### src/verilog/ecl_defs.svh
`ifndef ECL_DEFS_SVH
`define ECL_DEFS_SVH

////////////////////
// datapath widths
////////////////////

`define ECL_GRLEN          32
`define ECL_REG_BITS       5
`define ECL_INST_BITS      32

// operation codes handed through to the units
`define ECL_ALU_CODE_BITS  4
`define ECL_LSU_CODE_BITS  4
`define ECL_BRU_CODE_BITS  4

////////////////////
// instruction fields
////////////////////

// lsb of each register field in the instruction word
`define ECL_RD_LSB         0
`define ECL_RJ_LSB         5
`define ECL_RK_LSB         10

`endif
### src/verilog/isa_pkg.sv
`include "ecl_defs.svh"

package isa_pkg;

   // plain words and register numbers
   typedef logic [`ECL_GRLEN-1:0]    word_t;
   typedef logic [`ECL_REG_BITS-1:0] reg_idx_t;
   typedef logic [`ECL_INST_BITS-1:0] inst_t;

   // unit operation codes, opaque to the control unit
   typedef logic [`ECL_ALU_CODE_BITS-1:0] alu_code_t;
   typedef logic [`ECL_LSU_CODE_BITS-1:0] lsu_code_t;
   typedef logic [`ECL_BRU_CODE_BITS-1:0] bru_code_t;

   // dispatch target of a decoded instruction
   typedef enum logic [1:0] {
      UNIT_ALU = 2'd0,
      UNIT_LSU = 2'd1,
      UNIT_BRU = 2'd2
   } unit_t;

   ////////////////////
   // decoded op
   ////////////////////

   typedef struct packed {
      unit_t     unit;
      alu_code_t alu_op;
      lsu_code_t lsu_op;
      bru_code_t bru_op;
      // b from the immediate
      logic      imm_b;
      // a from the pc
      logic      pc_a;
      // rs1 reads rd instead of rj
      logic      rd_as_rj;
      // rs2 reads rd instead of rk, e.g. store data
      logic      rd_read;
      // register + register address
      logic      double_read;
   } dec_op_t;

endpackage

### src/verilog/pipe_pkg.sv
package pipe_pkg;

   // decode-stage request from the IFU
   typedef struct packed {
      logic              valid;
      isa_pkg::inst_t    inst;
      isa_pkg::word_t    pc;
      isa_pkg::dec_op_t  op;
      logic              rf_wen;
      isa_pkg::reg_idx_t rf_target;
      isa_pkg::word_t    imm;
      isa_pkg::word_t    br_offs;
   } issue_t;

   // execute control carried on to write-back
   typedef struct packed {
      logic              alu_wen;
      isa_pkg::reg_idx_t rf_target;
   } ex_ctl_t;

   ////////////////////
   // unit requests
   ////////////////////

   typedef struct packed {
      isa_pkg::word_t     a;
      isa_pkg::word_t     b;
      isa_pkg::alu_code_t op;
   } alu_req_t;

   typedef struct packed {
      logic               valid;
      isa_pkg::lsu_code_t op;
      isa_pkg::word_t     base;
      isa_pkg::word_t     offset;
      isa_pkg::word_t     wdata;
      isa_pkg::reg_idx_t  rd;
      logic               wen;
   } lsu_req_t;

   typedef struct packed {
      logic               valid;
      isa_pkg::bru_code_t op;
      isa_pkg::word_t     a;
      isa_pkg::word_t     b;
      isa_pkg::word_t     pc;
      isa_pkg::word_t     offset;
   } bru_req_t;

   ////////////////////
   // unit responses
   ////////////////////

   // finish is a one-cycle strobe, rd and wen come back with it
   typedef struct packed {
      logic              finish;
      isa_pkg::word_t    rdata;
      isa_pkg::reg_idx_t rd;
      logic              wen;
   } lsu_resp_t;

   typedef struct packed {
      logic           taken;
      isa_pkg::word_t brpc;
      isa_pkg::word_t link_pc;
      logic           wen;
   } bru_resp_t;

   // register file write port, also a forwarding source
   typedef struct packed {
      logic              wen;
      isa_pkg::reg_idx_t rd;
      isa_pkg::word_t    data;
   } wb_t;

   typedef enum logic {
      STALL_IDLE     = 1'b0,
      STALL_WAIT_LSU = 1'b1
   } stall_state_t;

endpackage

### src/verilog/exu_ecl.sv
`timescale 1ns/1ps

module exu_ecl (
   input  logic                clk,
   input  logic                reset,
   input  pipe_pkg::issue_t    issue,
   input  isa_pkg::word_t      rs1_data,
   input  isa_pkg::word_t      rs2_data,
   input  isa_pkg::word_t      alu_res,
   input  pipe_pkg::lsu_resp_t lsu_resp,
   input  pipe_pkg::bru_resp_t bru_resp,
   output isa_pkg::reg_idx_t   rs1_idx,
   output isa_pkg::reg_idx_t   rs2_idx,
   output pipe_pkg::alu_req_t  alu_req,
   output pipe_pkg::lsu_req_t  lsu_req,
   output pipe_pkg::bru_req_t  bru_req,
   output logic                br_taken,
   output isa_pkg::word_t      br_pc,
   output logic                stall_req,
   output pipe_pkg::wb_t       wb
);

   // execute-stage operands before and after forwarding
   isa_pkg::word_t    opa_e;
   isa_pkg::word_t    opb_e;
   isa_pkg::word_t    opa_fwd;
   isa_pkg::word_t    opb_fwd;
   isa_pkg::reg_idx_t rs1_e;
   isa_pkg::reg_idx_t rs2_e;
   logic              a_is_pc_e;
   logic              b_is_other_e;

   pipe_pkg::ex_ctl_t ex_ctl;
   isa_pkg::word_t    bru_link;
   logic              bru_link_wen;
   pipe_pkg::wb_t     wb_m;

   ecl_issue u_issue (
      .clk          (clk),
      .reset        (reset),
      .issue        (issue),
      .rs1_data     (rs1_data),
      .rs2_data     (rs2_data),
      .bru_resp     (bru_resp),
      .lsu_finish   (lsu_resp.finish),
      .opa_fwd      (opa_fwd),
      .opb_fwd      (opb_fwd),
      .rs1_idx      (rs1_idx),
      .rs2_idx      (rs2_idx),
      .opa_e        (opa_e),
      .opb_e        (opb_e),
      .rs1_e        (rs1_e),
      .rs2_e        (rs2_e),
      .a_is_pc_e    (a_is_pc_e),
      .b_is_other_e (b_is_other_e),
      .ex_ctl       (ex_ctl),
      .alu_req      (alu_req),
      .lsu_req      (lsu_req),
      .bru_req      (bru_req),
      .br_taken     (br_taken),
      .br_pc        (br_pc),
      .stall_req    (stall_req),
      .bru_link     (bru_link),
      .bru_link_wen (bru_link_wen)
   );

   // forwarding from memory and write-back
   ecl_bypass u_byp_rs1 (
      .rs_e      (rs1_e),
      .use_other (a_is_pc_e),
      .op_e      (opa_e),
      .wb_m      (wb_m),
      .wb_w      (wb),
      .op_fwd    (opa_fwd)
   );

   ecl_bypass u_byp_rs2 (
      .rs_e      (rs2_e),
      .use_other (b_is_other_e),
      .op_e      (opb_e),
      .wb_m      (wb_m),
      .wb_w      (wb),
      .op_fwd    (opb_fwd)
   );

   ecl_writeback u_wb (
      .clk          (clk),
      .reset        (reset),
      .ex_ctl       (ex_ctl),
      .alu_res      (alu_res),
      .bru_link     (bru_link),
      .bru_link_wen (bru_link_wen),
      .lsu_resp     (lsu_resp),
      .wb_m         (wb_m),
      .wb           (wb)
   );

endmodule

### src/verilog/ecl_writeback.sv
`timescale 1ns/1ps

module ecl_writeback (
   input  logic                clk,
   input  logic                reset,
   input  pipe_pkg::ex_ctl_t   ex_ctl,
   input  isa_pkg::word_t      alu_res,
   input  isa_pkg::word_t      bru_link,
   input  logic                bru_link_wen,
   input  pipe_pkg::lsu_resp_t lsu_resp,
   output pipe_pkg::wb_t       wb_m,
   output pipe_pkg::wb_t       wb
);

   logic              alu_wen_m;
   logic              link_wen_m;
   isa_pkg::reg_idx_t target_m;
   isa_pkg::word_t    alu_res_m;
   isa_pkg::word_t    link_m;
   logic              lsu_wen_m;

   ////////////////////
   // execute to memory
   ////////////////////

   always_ff @(posedge clk) begin
      if (reset) begin
         alu_wen_m  <= 1'b0;
         link_wen_m <= 1'b0;
      end else begin
         alu_wen_m  <= ex_ctl.alu_wen;
         link_wen_m <= bru_link_wen;
      end
      // branch link shares the alu target
      target_m  <= ex_ctl.rf_target;
      alu_res_m <= alu_res;
      link_m    <= bru_link;
   end

   ////////////////////
   // memory select
   ////////////////////

   // lsu keeps its own rd since its latency varies
   assign lsu_wen_m = lsu_resp.finish & lsu_resp.wen;

   always_comb begin
      // set if any source claims it
      wb_m.wen = alu_wen_m | link_wen_m | lsu_wen_m;
      if (lsu_resp.finish) begin
         wb_m.rd   = lsu_resp.rd;
         wb_m.data = lsu_resp.rdata;
      end else if (link_wen_m) begin
         wb_m.rd   = target_m;
         wb_m.data = link_m;
      end else begin
         // alu result by default
         wb_m.rd   = target_m;
         wb_m.data = alu_res_m;
      end
   end

   ////////////////////
   // memory to wb
   ////////////////////

   always_ff @(posedge clk) begin
      if (reset) begin
         wb.wen <= 1'b0;
      end else begin
         wb.wen <= wb_m.wen;
      end
      wb.rd   <= wb_m.rd;
      wb.data <= wb_m.data;
   end

endmodule

### src/verilog/ecl_bypass.sv
`timescale 1ns/1ps

module ecl_bypass (
   input  isa_pkg::reg_idx_t rs_e,
   input  logic              use_other,
   input  isa_pkg::word_t    op_e,
   input  pipe_pkg::wb_t     wb_m,
   input  pipe_pkg::wb_t     wb_w,
   output isa_pkg::word_t    op_fwd
);

   logic fwd_en;
   logic hit_m;
   logic hit_w;

   // operand from pc or immediate never takes a forward,
   // and r0 reads as zero whatever is in flight
   assign fwd_en = ~use_other & (rs_e != '0);

   assign hit_m = fwd_en & wb_m.wen & (wb_m.rd == rs_e);
   assign hit_w = fwd_en & wb_w.wen & (wb_w.rd == rs_e);

   ////////////////////
   // operand mux
   ////////////////////

   // younger result wins
   always_comb begin
      if (hit_m) begin
         op_fwd = wb_m.data;
      end else if (hit_w) begin
         op_fwd = wb_w.data;
      end else begin
         op_fwd = op_e;
      end
   end

   // anything older than write-back was already
   // picked up by the write-through register file read

endmodule

### src/verilog/ecl_issue.sv
`timescale 1ns/1ps
`include "ecl_defs.svh"

module ecl_issue (
   input  logic                clk,
   input  logic                reset,
   input  pipe_pkg::issue_t    issue,
   input  isa_pkg::word_t      rs1_data,
   input  isa_pkg::word_t      rs2_data,
   input  pipe_pkg::bru_resp_t bru_resp,
   input  logic                lsu_finish,
   input  isa_pkg::word_t      opa_fwd,
   input  isa_pkg::word_t      opb_fwd,
   output isa_pkg::reg_idx_t   rs1_idx,
   output isa_pkg::reg_idx_t   rs2_idx,
   output isa_pkg::word_t      opa_e,
   output isa_pkg::word_t      opb_e,
   output isa_pkg::reg_idx_t   rs1_e,
   output isa_pkg::reg_idx_t   rs2_e,
   output logic                a_is_pc_e,
   output logic                b_is_other_e,
   output pipe_pkg::ex_ctl_t   ex_ctl,
   output pipe_pkg::alu_req_t  alu_req,
   output pipe_pkg::lsu_req_t  lsu_req,
   output pipe_pkg::bru_req_t  bru_req,
   output logic                br_taken,
   output isa_pkg::word_t      br_pc,
   output logic                stall_req,
   output isa_pkg::word_t      bru_link,
   output logic                bru_link_wen
);

   // decode to execute payload, no reset
   typedef struct packed {
      isa_pkg::word_t     opa;
      isa_pkg::word_t     opb;
      isa_pkg::reg_idx_t  rs1;
      isa_pkg::reg_idx_t  rs2;
      logic               a_is_pc;
      logic               b_imm;
      logic               double_read;
      logic               rf_wen;
      isa_pkg::reg_idx_t  rf_target;
      isa_pkg::alu_code_t alu_op;
      isa_pkg::lsu_code_t lsu_op;
      isa_pkg::bru_code_t bru_op;
      isa_pkg::word_t     imm;
      isa_pkg::word_t     pc;
      isa_pkg::word_t     br_offs;
   } de_data_t;

   logic                   accept_d;
   logic                   is_alu_d;
   logic                   is_lsu_d;
   logic                   b_imm_d;
   de_data_t               data_d;
   de_data_t               data_e;
   logic                   alu_vld_e;
   logic                   lsu_vld_e;
   logic                   bru_vld_e;
   pipe_pkg::stall_state_t stall_state;
   pipe_pkg::stall_state_t stall_next;

   ////////////////////
   // decode
   ////////////////////

   // taken branch in execute kills decode, stall blocks it
   assign accept_d = issue.valid & ~br_taken & ~stall_req;
   assign is_alu_d = issue.op.unit == isa_pkg::UNIT_ALU;
   assign is_lsu_d = issue.op.unit == isa_pkg::UNIT_LSU;

   assign rs1_idx = issue.op.rd_as_rj ? issue.inst[`ECL_RD_LSB +: `ECL_REG_BITS]
                                      : issue.inst[`ECL_RJ_LSB +: `ECL_REG_BITS];
   assign rs2_idx = issue.op.rd_read ? issue.inst[`ECL_RD_LSB +: `ECL_REG_BITS]
                                     : issue.inst[`ECL_RK_LSB +: `ECL_REG_BITS];

   // immediate b only for alu ops
   assign b_imm_d = issue.op.imm_b & is_alu_d;

   always_comb begin
      data_d.opa         = issue.op.pc_a ? issue.pc : rs1_data;
      data_d.opb         = b_imm_d ? issue.imm : rs2_data;
      data_d.rs1         = rs1_idx;
      data_d.rs2         = rs2_idx;
      data_d.a_is_pc     = issue.op.pc_a;
      data_d.b_imm       = b_imm_d;
      data_d.double_read = issue.op.double_read & is_lsu_d;
      data_d.rf_wen      = issue.rf_wen;
      data_d.rf_target   = issue.rf_target;
      data_d.alu_op      = issue.op.alu_op;
      data_d.lsu_op      = issue.op.lsu_op;
      data_d.bru_op      = issue.op.bru_op;
      data_d.imm         = issue.imm;
      data_d.pc          = issue.pc;
      data_d.br_offs     = issue.br_offs;
   end

   always_ff @(posedge clk) begin
      if (reset) begin
         alu_vld_e <= 1'b0;
         lsu_vld_e <= 1'b0;
         bru_vld_e <= 1'b0;
      end else begin
         alu_vld_e <= accept_d & is_alu_d;
         lsu_vld_e <= accept_d & is_lsu_d;
         bru_vld_e <= accept_d & (issue.op.unit == isa_pkg::UNIT_BRU);
      end
      data_e <= data_d;
   end

   ////////////////////
   // execute
   ////////////////////

   assign opa_e        = data_e.opa;
   assign opb_e        = data_e.opb;
   assign rs1_e        = data_e.rs1;
   assign rs2_e        = data_e.rs2;
   assign a_is_pc_e    = data_e.a_is_pc;
   assign b_is_other_e = data_e.b_imm;

   assign ex_ctl.alu_wen   = alu_vld_e & data_e.rf_wen;
   assign ex_ctl.rf_target = data_e.rf_target;

   assign alu_req.a  = opa_fwd;
   assign alu_req.b  = opb_fwd;
   assign alu_req.op = data_e.alu_op;

   // offset is rk for register+register addressing
   assign lsu_req.valid  = lsu_vld_e;
   assign lsu_req.op     = data_e.lsu_op;
   assign lsu_req.base   = opa_fwd;
   assign lsu_req.offset = data_e.double_read ? opb_fwd : data_e.imm;
   assign lsu_req.wdata  = opb_fwd;
   assign lsu_req.rd     = data_e.rf_target;
   assign lsu_req.wen    = data_e.rf_wen;

   assign bru_req.valid  = bru_vld_e;
   assign bru_req.op     = data_e.bru_op;
   assign bru_req.a      = opa_fwd;
   assign bru_req.b      = opb_fwd;
   assign bru_req.pc     = data_e.pc;
   assign bru_req.offset = data_e.br_offs;

   assign br_taken     = bru_vld_e & bru_resp.taken;
   assign br_pc        = bru_resp.brpc;
   assign bru_link     = bru_resp.link_pc;
   assign bru_link_wen = bru_vld_e & bru_resp.wen;

   ////////////////////
   // lsu stall
   ////////////////////

   // lsu valid   _-______
   // finish      ______-_
   // stall_req   _------_
   always_comb begin
      stall_next = stall_state;
      case (stall_state)
         pipe_pkg::STALL_IDLE: begin
            if (lsu_vld_e & ~lsu_finish) begin
               stall_next = pipe_pkg::STALL_WAIT_LSU;
            end
         end
         pipe_pkg::STALL_WAIT_LSU: begin
            if (lsu_finish) begin
               stall_next = pipe_pkg::STALL_IDLE;
            end
         end
         default: stall_next = pipe_pkg::STALL_IDLE;
      endcase
   end

   always_ff @(posedge clk) begin
      if (reset) begin
         stall_state <= pipe_pkg::STALL_IDLE;
      end else begin
         stall_state <= stall_next;
      end
   end

   assign stall_req = lsu_vld_e | (stall_state == pipe_pkg::STALL_WAIT_LSU);

endmodule

### config.mk
export PLATFORM = sky130hd
export DESIGN_NAME = exu_ecl
export DESIGN_NICKNAME = d
export VERILOG_FILES = /design/src/verilog/isa_pkg.sv /design/src/verilog/pipe_pkg.sv /design/src/verilog/exu_ecl.sv /design/src/verilog/ecl_writeback.sv /design/src/verilog/ecl_bypass.sv /design/src/verilog/ecl_issue.sv
export VERILOG_INCLUDE_DIRS = /design/src /design/src/verilog
export SDC_FILE = /design/constraint.sdc
export NUM_CORES = 1
export LEC_CHECK = 0
export BUFFER_PORTS_ARGS = -buffer_cell sky130_fd_sc_hd__buf_2
export CORE_AREA = 2 2 287 289
export CTS_CLUSTER_DIAMETER = 50
export DETAILED_ROUTE_END_ITERATION = 12
export DIE_AREA = 0 0 289 291
export MAX_ROUTING_LAYER = met4
export PLACE_DENSITY = 0.42
export SLEW_MARGIN = 20
export SYNTH_ARGS = -nofsm -noshare
export SYNTH_HDL_FRONTEND = slang
export SYNTH_SLANG_ARGS = --single-unit
### constraint.sdc
create_clock -name clk -period 5.12 [get_ports clk]
set_input_delay 0.512 -clock clk [delete_from_list [all_inputs] [get_ports clk]]
set_output_delay 0.512 -clock clk [all_outputs]
set_load 0.02 [all_outputs]
Word level (Yosys, flattened, before mapping)
Cells that the tools add are included.
Widths: inputs -> output; s select.
{"block": "op_classes", "n_eq_ne": 6, "muxes": 14, "bitwise_logic": 31, "reduce_logical": 3}
{"operator": "$mux 32", "count": 8}
{"operator": "$mux 37", "count": 1}
{"operator": "$and 1x1->1", "count": 22}
{"operator": "$eq 5x5->1", "count": 4}
{"operator": "$mux 5", "count": 2}
{"operator": "$reduce_bool 5->1", "count": 2}
{"operator": "$not 1->1", "count": 6}
{"operator": "$or 1x1->1", "count": 3}
{"operator": "$eq 2x1->1 const B", "count": 1}
{"operator": "$eq 2x2->1 const B", "count": 1}
{"operator": "$logic_not 2->1", "count": 1}
{"operator": "$mux 1", "count": 2}
{"operator": "$pmux 1 s2", "count": 1}
{"block": "word_totals", "ff_bits": 304, "out_inout_bits": 390, "word_cells": 81}

Longest topological paths before layout
{"block": "logic_depth", "depth_word": 7, "mapped_depth": 9, "ltp_nobuf": 5}

By module
A second synthesis with hierarchy kept.
{"block": "hier_totals", "hier_cells": 1328, "area_unflattened_um2": 13978.4}
{"module": "ecl_issue", "instances": 1, "cells_per_inst": 752, "area_each_um2": 8486.9}
{"module": "ecl_writeback", "instances": 1, "cells_per_inst": 226, "area_each_um2": 3019.1}
{"module": "ecl_bypass", "instances": 2, "cells_per_inst": 175, "area_each_um2": 1236.2}

Worst setup path after synthesis
Ideal clock, no wire load.
{"block": "synth_timing", "path_kind": "input-to-output", "startpoint": "input lsu_resp[38] (netlist bit)", "endpoint": "output bru_req[64] (netlist bit)", "arrival_time_ps": 2547, "t_required_ps": 4608, "path_slack_ps": 2061, "stages": 8, "n_path_buf": 3, "cell_sequence": "buf_6 > mux2i_2 > xnor2_1 > nor4_2 > nand2_1 > clkbuf_1 > a21oi_1 > buf_4"}
{"element": "from (decl)", "line": "exu_ecl.sv:10", "rtl": "input pipe_pkg::lsu_resp_t lsu_resp,"}
{"element": "to (decl)", "line": "exu_ecl.sv:16", "rtl": "output pipe_pkg::bru_req_t bru_req,"}

==> summary.txt <==
Synthesis
  • Yosys top cell area share: 49.52%
  • Top-count cell post-synth: dfxtp_1
  • Post-synthesis cell count: 1,108
  • Area leader, netlist: dfxtp_1
  • Post-synth EDFFs: 0
  • Sequential area share after synthesis: 49.52%
  • Post-Syn Area: 12,290 sq um
  • Count of state elements after synthesis: 304
  • Synthesized area per cell: 11.09 sq um
  • Syn nets: 1,465
  • FFs w/ async S/R, synth: 0%
  • Main area contributors after synthesis: dfxtp_1 (50%), buf_4 (16%), mux2_2 (11%)
  • Yosys warnings: 0
  • Distinct cells, synth: 32
  • Post-synth top cells: dfxtp_1 (304), buf_4 (254), mux2_2 (125)
  • Commonest register cell after synthesis: dfxtp_1

Floorplan
  • # rows: 105
  • Initial Util: 15.14%
  • Die extent in x: 289 um
  • CORE AREA: 81,190 sq um
  • Ports: 747
  • Die area: 84,100 sq um
  • Chip height: 291 um

Detailed routing
  • First-pass DRT Iterations: 5
  • Initial DRC count: 405
  • Drc violations: 0
  • DRT antenna net count: 0
  • Via count: 9,626
  • Overall routed net length: 52,400 um
  • Drt wl/cell: 19.56 um
  • Via/cell ratio: 3.593

STA
  • Worst slew margin: 23.06%
  • Skew final: 0.01688 ns
  • Fin. max-slew vios: 0
  • Final critical-path share of the clock period: 82.17%
  • Final Hold Fails: 0
  • Slew @ Worst Pin: 1.142 ns
  • Final setup vio count: 0
  • Fmax: 237.7 MHz
  • Tmin final: 4.207 ns
  • RSZ-0062 raised after global routing: no
  • Hold slack: 0.04592 ns
  • Total Neg Setup Slack: 0 ns

Clocking
  • CTS tree: built
  • Post_cts resized: 0
  • Setup repair bufs after CTS: 0
  • CTS sink count: 304
  • CTS root buf: clkbuf_16
  • Reg clk slew, reported paths: 0.05 ns
  • H-tree depth: 2
  • Clk_lat worst skew: 0.57 ns
  • CTS Buf Count: 48
  • Clock Path Buffers: 3

Critical path
  • WP data required: 4.61 ns
  • WS Path Type: reg -> out
  • CP Capture Type: output pin
  • Critical Path Start Type: flip-flop
  • CP Max Fanout: 21
  • Arr. time, crit path: 3.70 ns

Placement
  • Placed wire-length estimate: 39,980 um
  • PortBufs: 665
  • GPL Wtd Cong: 0.8039
  • Placed cell area: 15,000 sq um

Status
  • Status: finished, final reports clean

GRT
  • Number of global-route vias before repair: 9,953
  • GRT Overall Usage: 12.20%
  • First-pass GRT wire length: 71,600 um
  • Pin count of the biggest net entering global routing: 45
  • Antenna violations before repair: 4
  • Grt total ovfl: 0

Final layout
  • Synth-to-Final Area Change: 38.81%
  • Share of layout cells above drive strength 1: 56.59%
  • Layout fillers: 8,925
  • Final layout net count: 1,927
  • Final Cell Area: 17,060 sq um

Power and ir drop
  • Pwr/cell area: 413.0 nW/um^2
  • Total leakage power: 0.007476 uW
  • Worst IR Drop VDD: 0.1984 mV
  • Design Power: 7046 uW

Min path
  • Min-Delay Path Class: in -> reg

Flow run
  • # Max-Cap Violations: 0
[metal layers]
layer	up-vias	track usage (%)	wire length (um)
met1	4518	14.56	21760
met2	470	19.99	24920
met5	-	-	0
met4	0	5.243	2104
li1	4515	-	-
met3	123	2.218	3615
[cells in the final DEF, fill, tap and decap left out, types with 5 or more instances in the layout]
cell type and instances:
a21oi_1 33, a41oi_1 32, buf_2 664, buf_4 22
bufinv_16 7, clkbuf_1 7, clkbuf_16 49, clkinv_4 5
dfxtp_1 302, dlygate4sd3_1 37, inv_1 6, inv_6 7
mux2_1 13, mux2_2 125, mux2i_1 66, nand2_1 35
nor2_1 6, nor2b_1 32, nor3_1 35, o21ai_0 32
o31ai_1 32, xnor2_1 14, xor2_1 6
[registers in the layout (all words and copies together) (netlist names), 32 cells and up]
name	cells
u_wb.wb	38
u_issue.opa_e	32
u_issue.data_e	33
u_wb.alu_res_m	32
u_issue.bru_req	68
u_wb.link_m	32
u_issue.opb_e	32
[final cells by class]
class	instances	area (sq um)	area share (%)
Inverter	7	26.28	0.1540
Antenna cell	1	2.502	0.01467
Clock inverter	28	376.6	2.208
Sequential cell	304	6091	35.70
Clock buffer	60	1308	7.665
Tap cell	1070	1339	7.848
Multi-Input combinational cell	484	4018	23.55
Timing Repair Buffer	725	3899	22.85
[what timing repair did]
action,4_1_cts,5_1_grt
endpoints found under the setup margin,0,0
hold buffers,37,0
endpoints found under the hold margin,37,0
[final timing paths]
| kind | to | cells after the start | slack, ns | startpoint |
|---|---|---|---|---|
| worst max-delay path | alu_req[33] | 7 | 0.91 | u_issue.rs2_e[0] |
| worst min-delay path | u_wb.link_m[11] | 1 | 0.05 | bru_resp[12] |
| worst max register to register | u_wb.wb[28] | 3 | 2.92 | u_wb.link_wen_m |
| worst min register to register | u_wb.target_m[0] | 0 | 0.35 | u_issue.ex_ctl[0] |
[worst max-delay path, cell delays in order (launching register included)]
cell and delay, ns:
dfxtp_1 0.34, or4_1 0.51, nor2_1 0.36, or4_2 0.56, buf_4 0.43, nor3_1 0.08, a21oi_1 0.53, buf_2 0.28
[metrics by stage]
| stage | std cells | worst slack, ns | utilization [%] |
|---|---|---|---|
| after floorplan | 1108 | 2.061 | - |
| after global placement | 2553 | 0.9257 | 18.48 |
| after CTS | 2678 | 0.8768 | 21.01 |
| final | 2679 | 0.9129 | 21.01 |
| after global routing | 2679 | 0.6708 | 21.01 |
| after detailed placement | 2553 | 0.8709 | 18.48 |
[logic make-up after synthesis]
group	after synthesis	synth area share [%]
compound gates	130	6.944
xor+xnor	20	1.425
buf+inv	320	18.10
flops	304	49.52
mux	207	18.36
simple gates	127	5.651
[power by group]
group	internal, uW	switching (uW)	leakage [uW]
clock	2180	1230	0.000814
combinational	388	655	0.00410
sequential	2520	71.3	0.00256
total	5090	1960	0.00748
No activity file was read; power rests on OpenSTA's default activity.
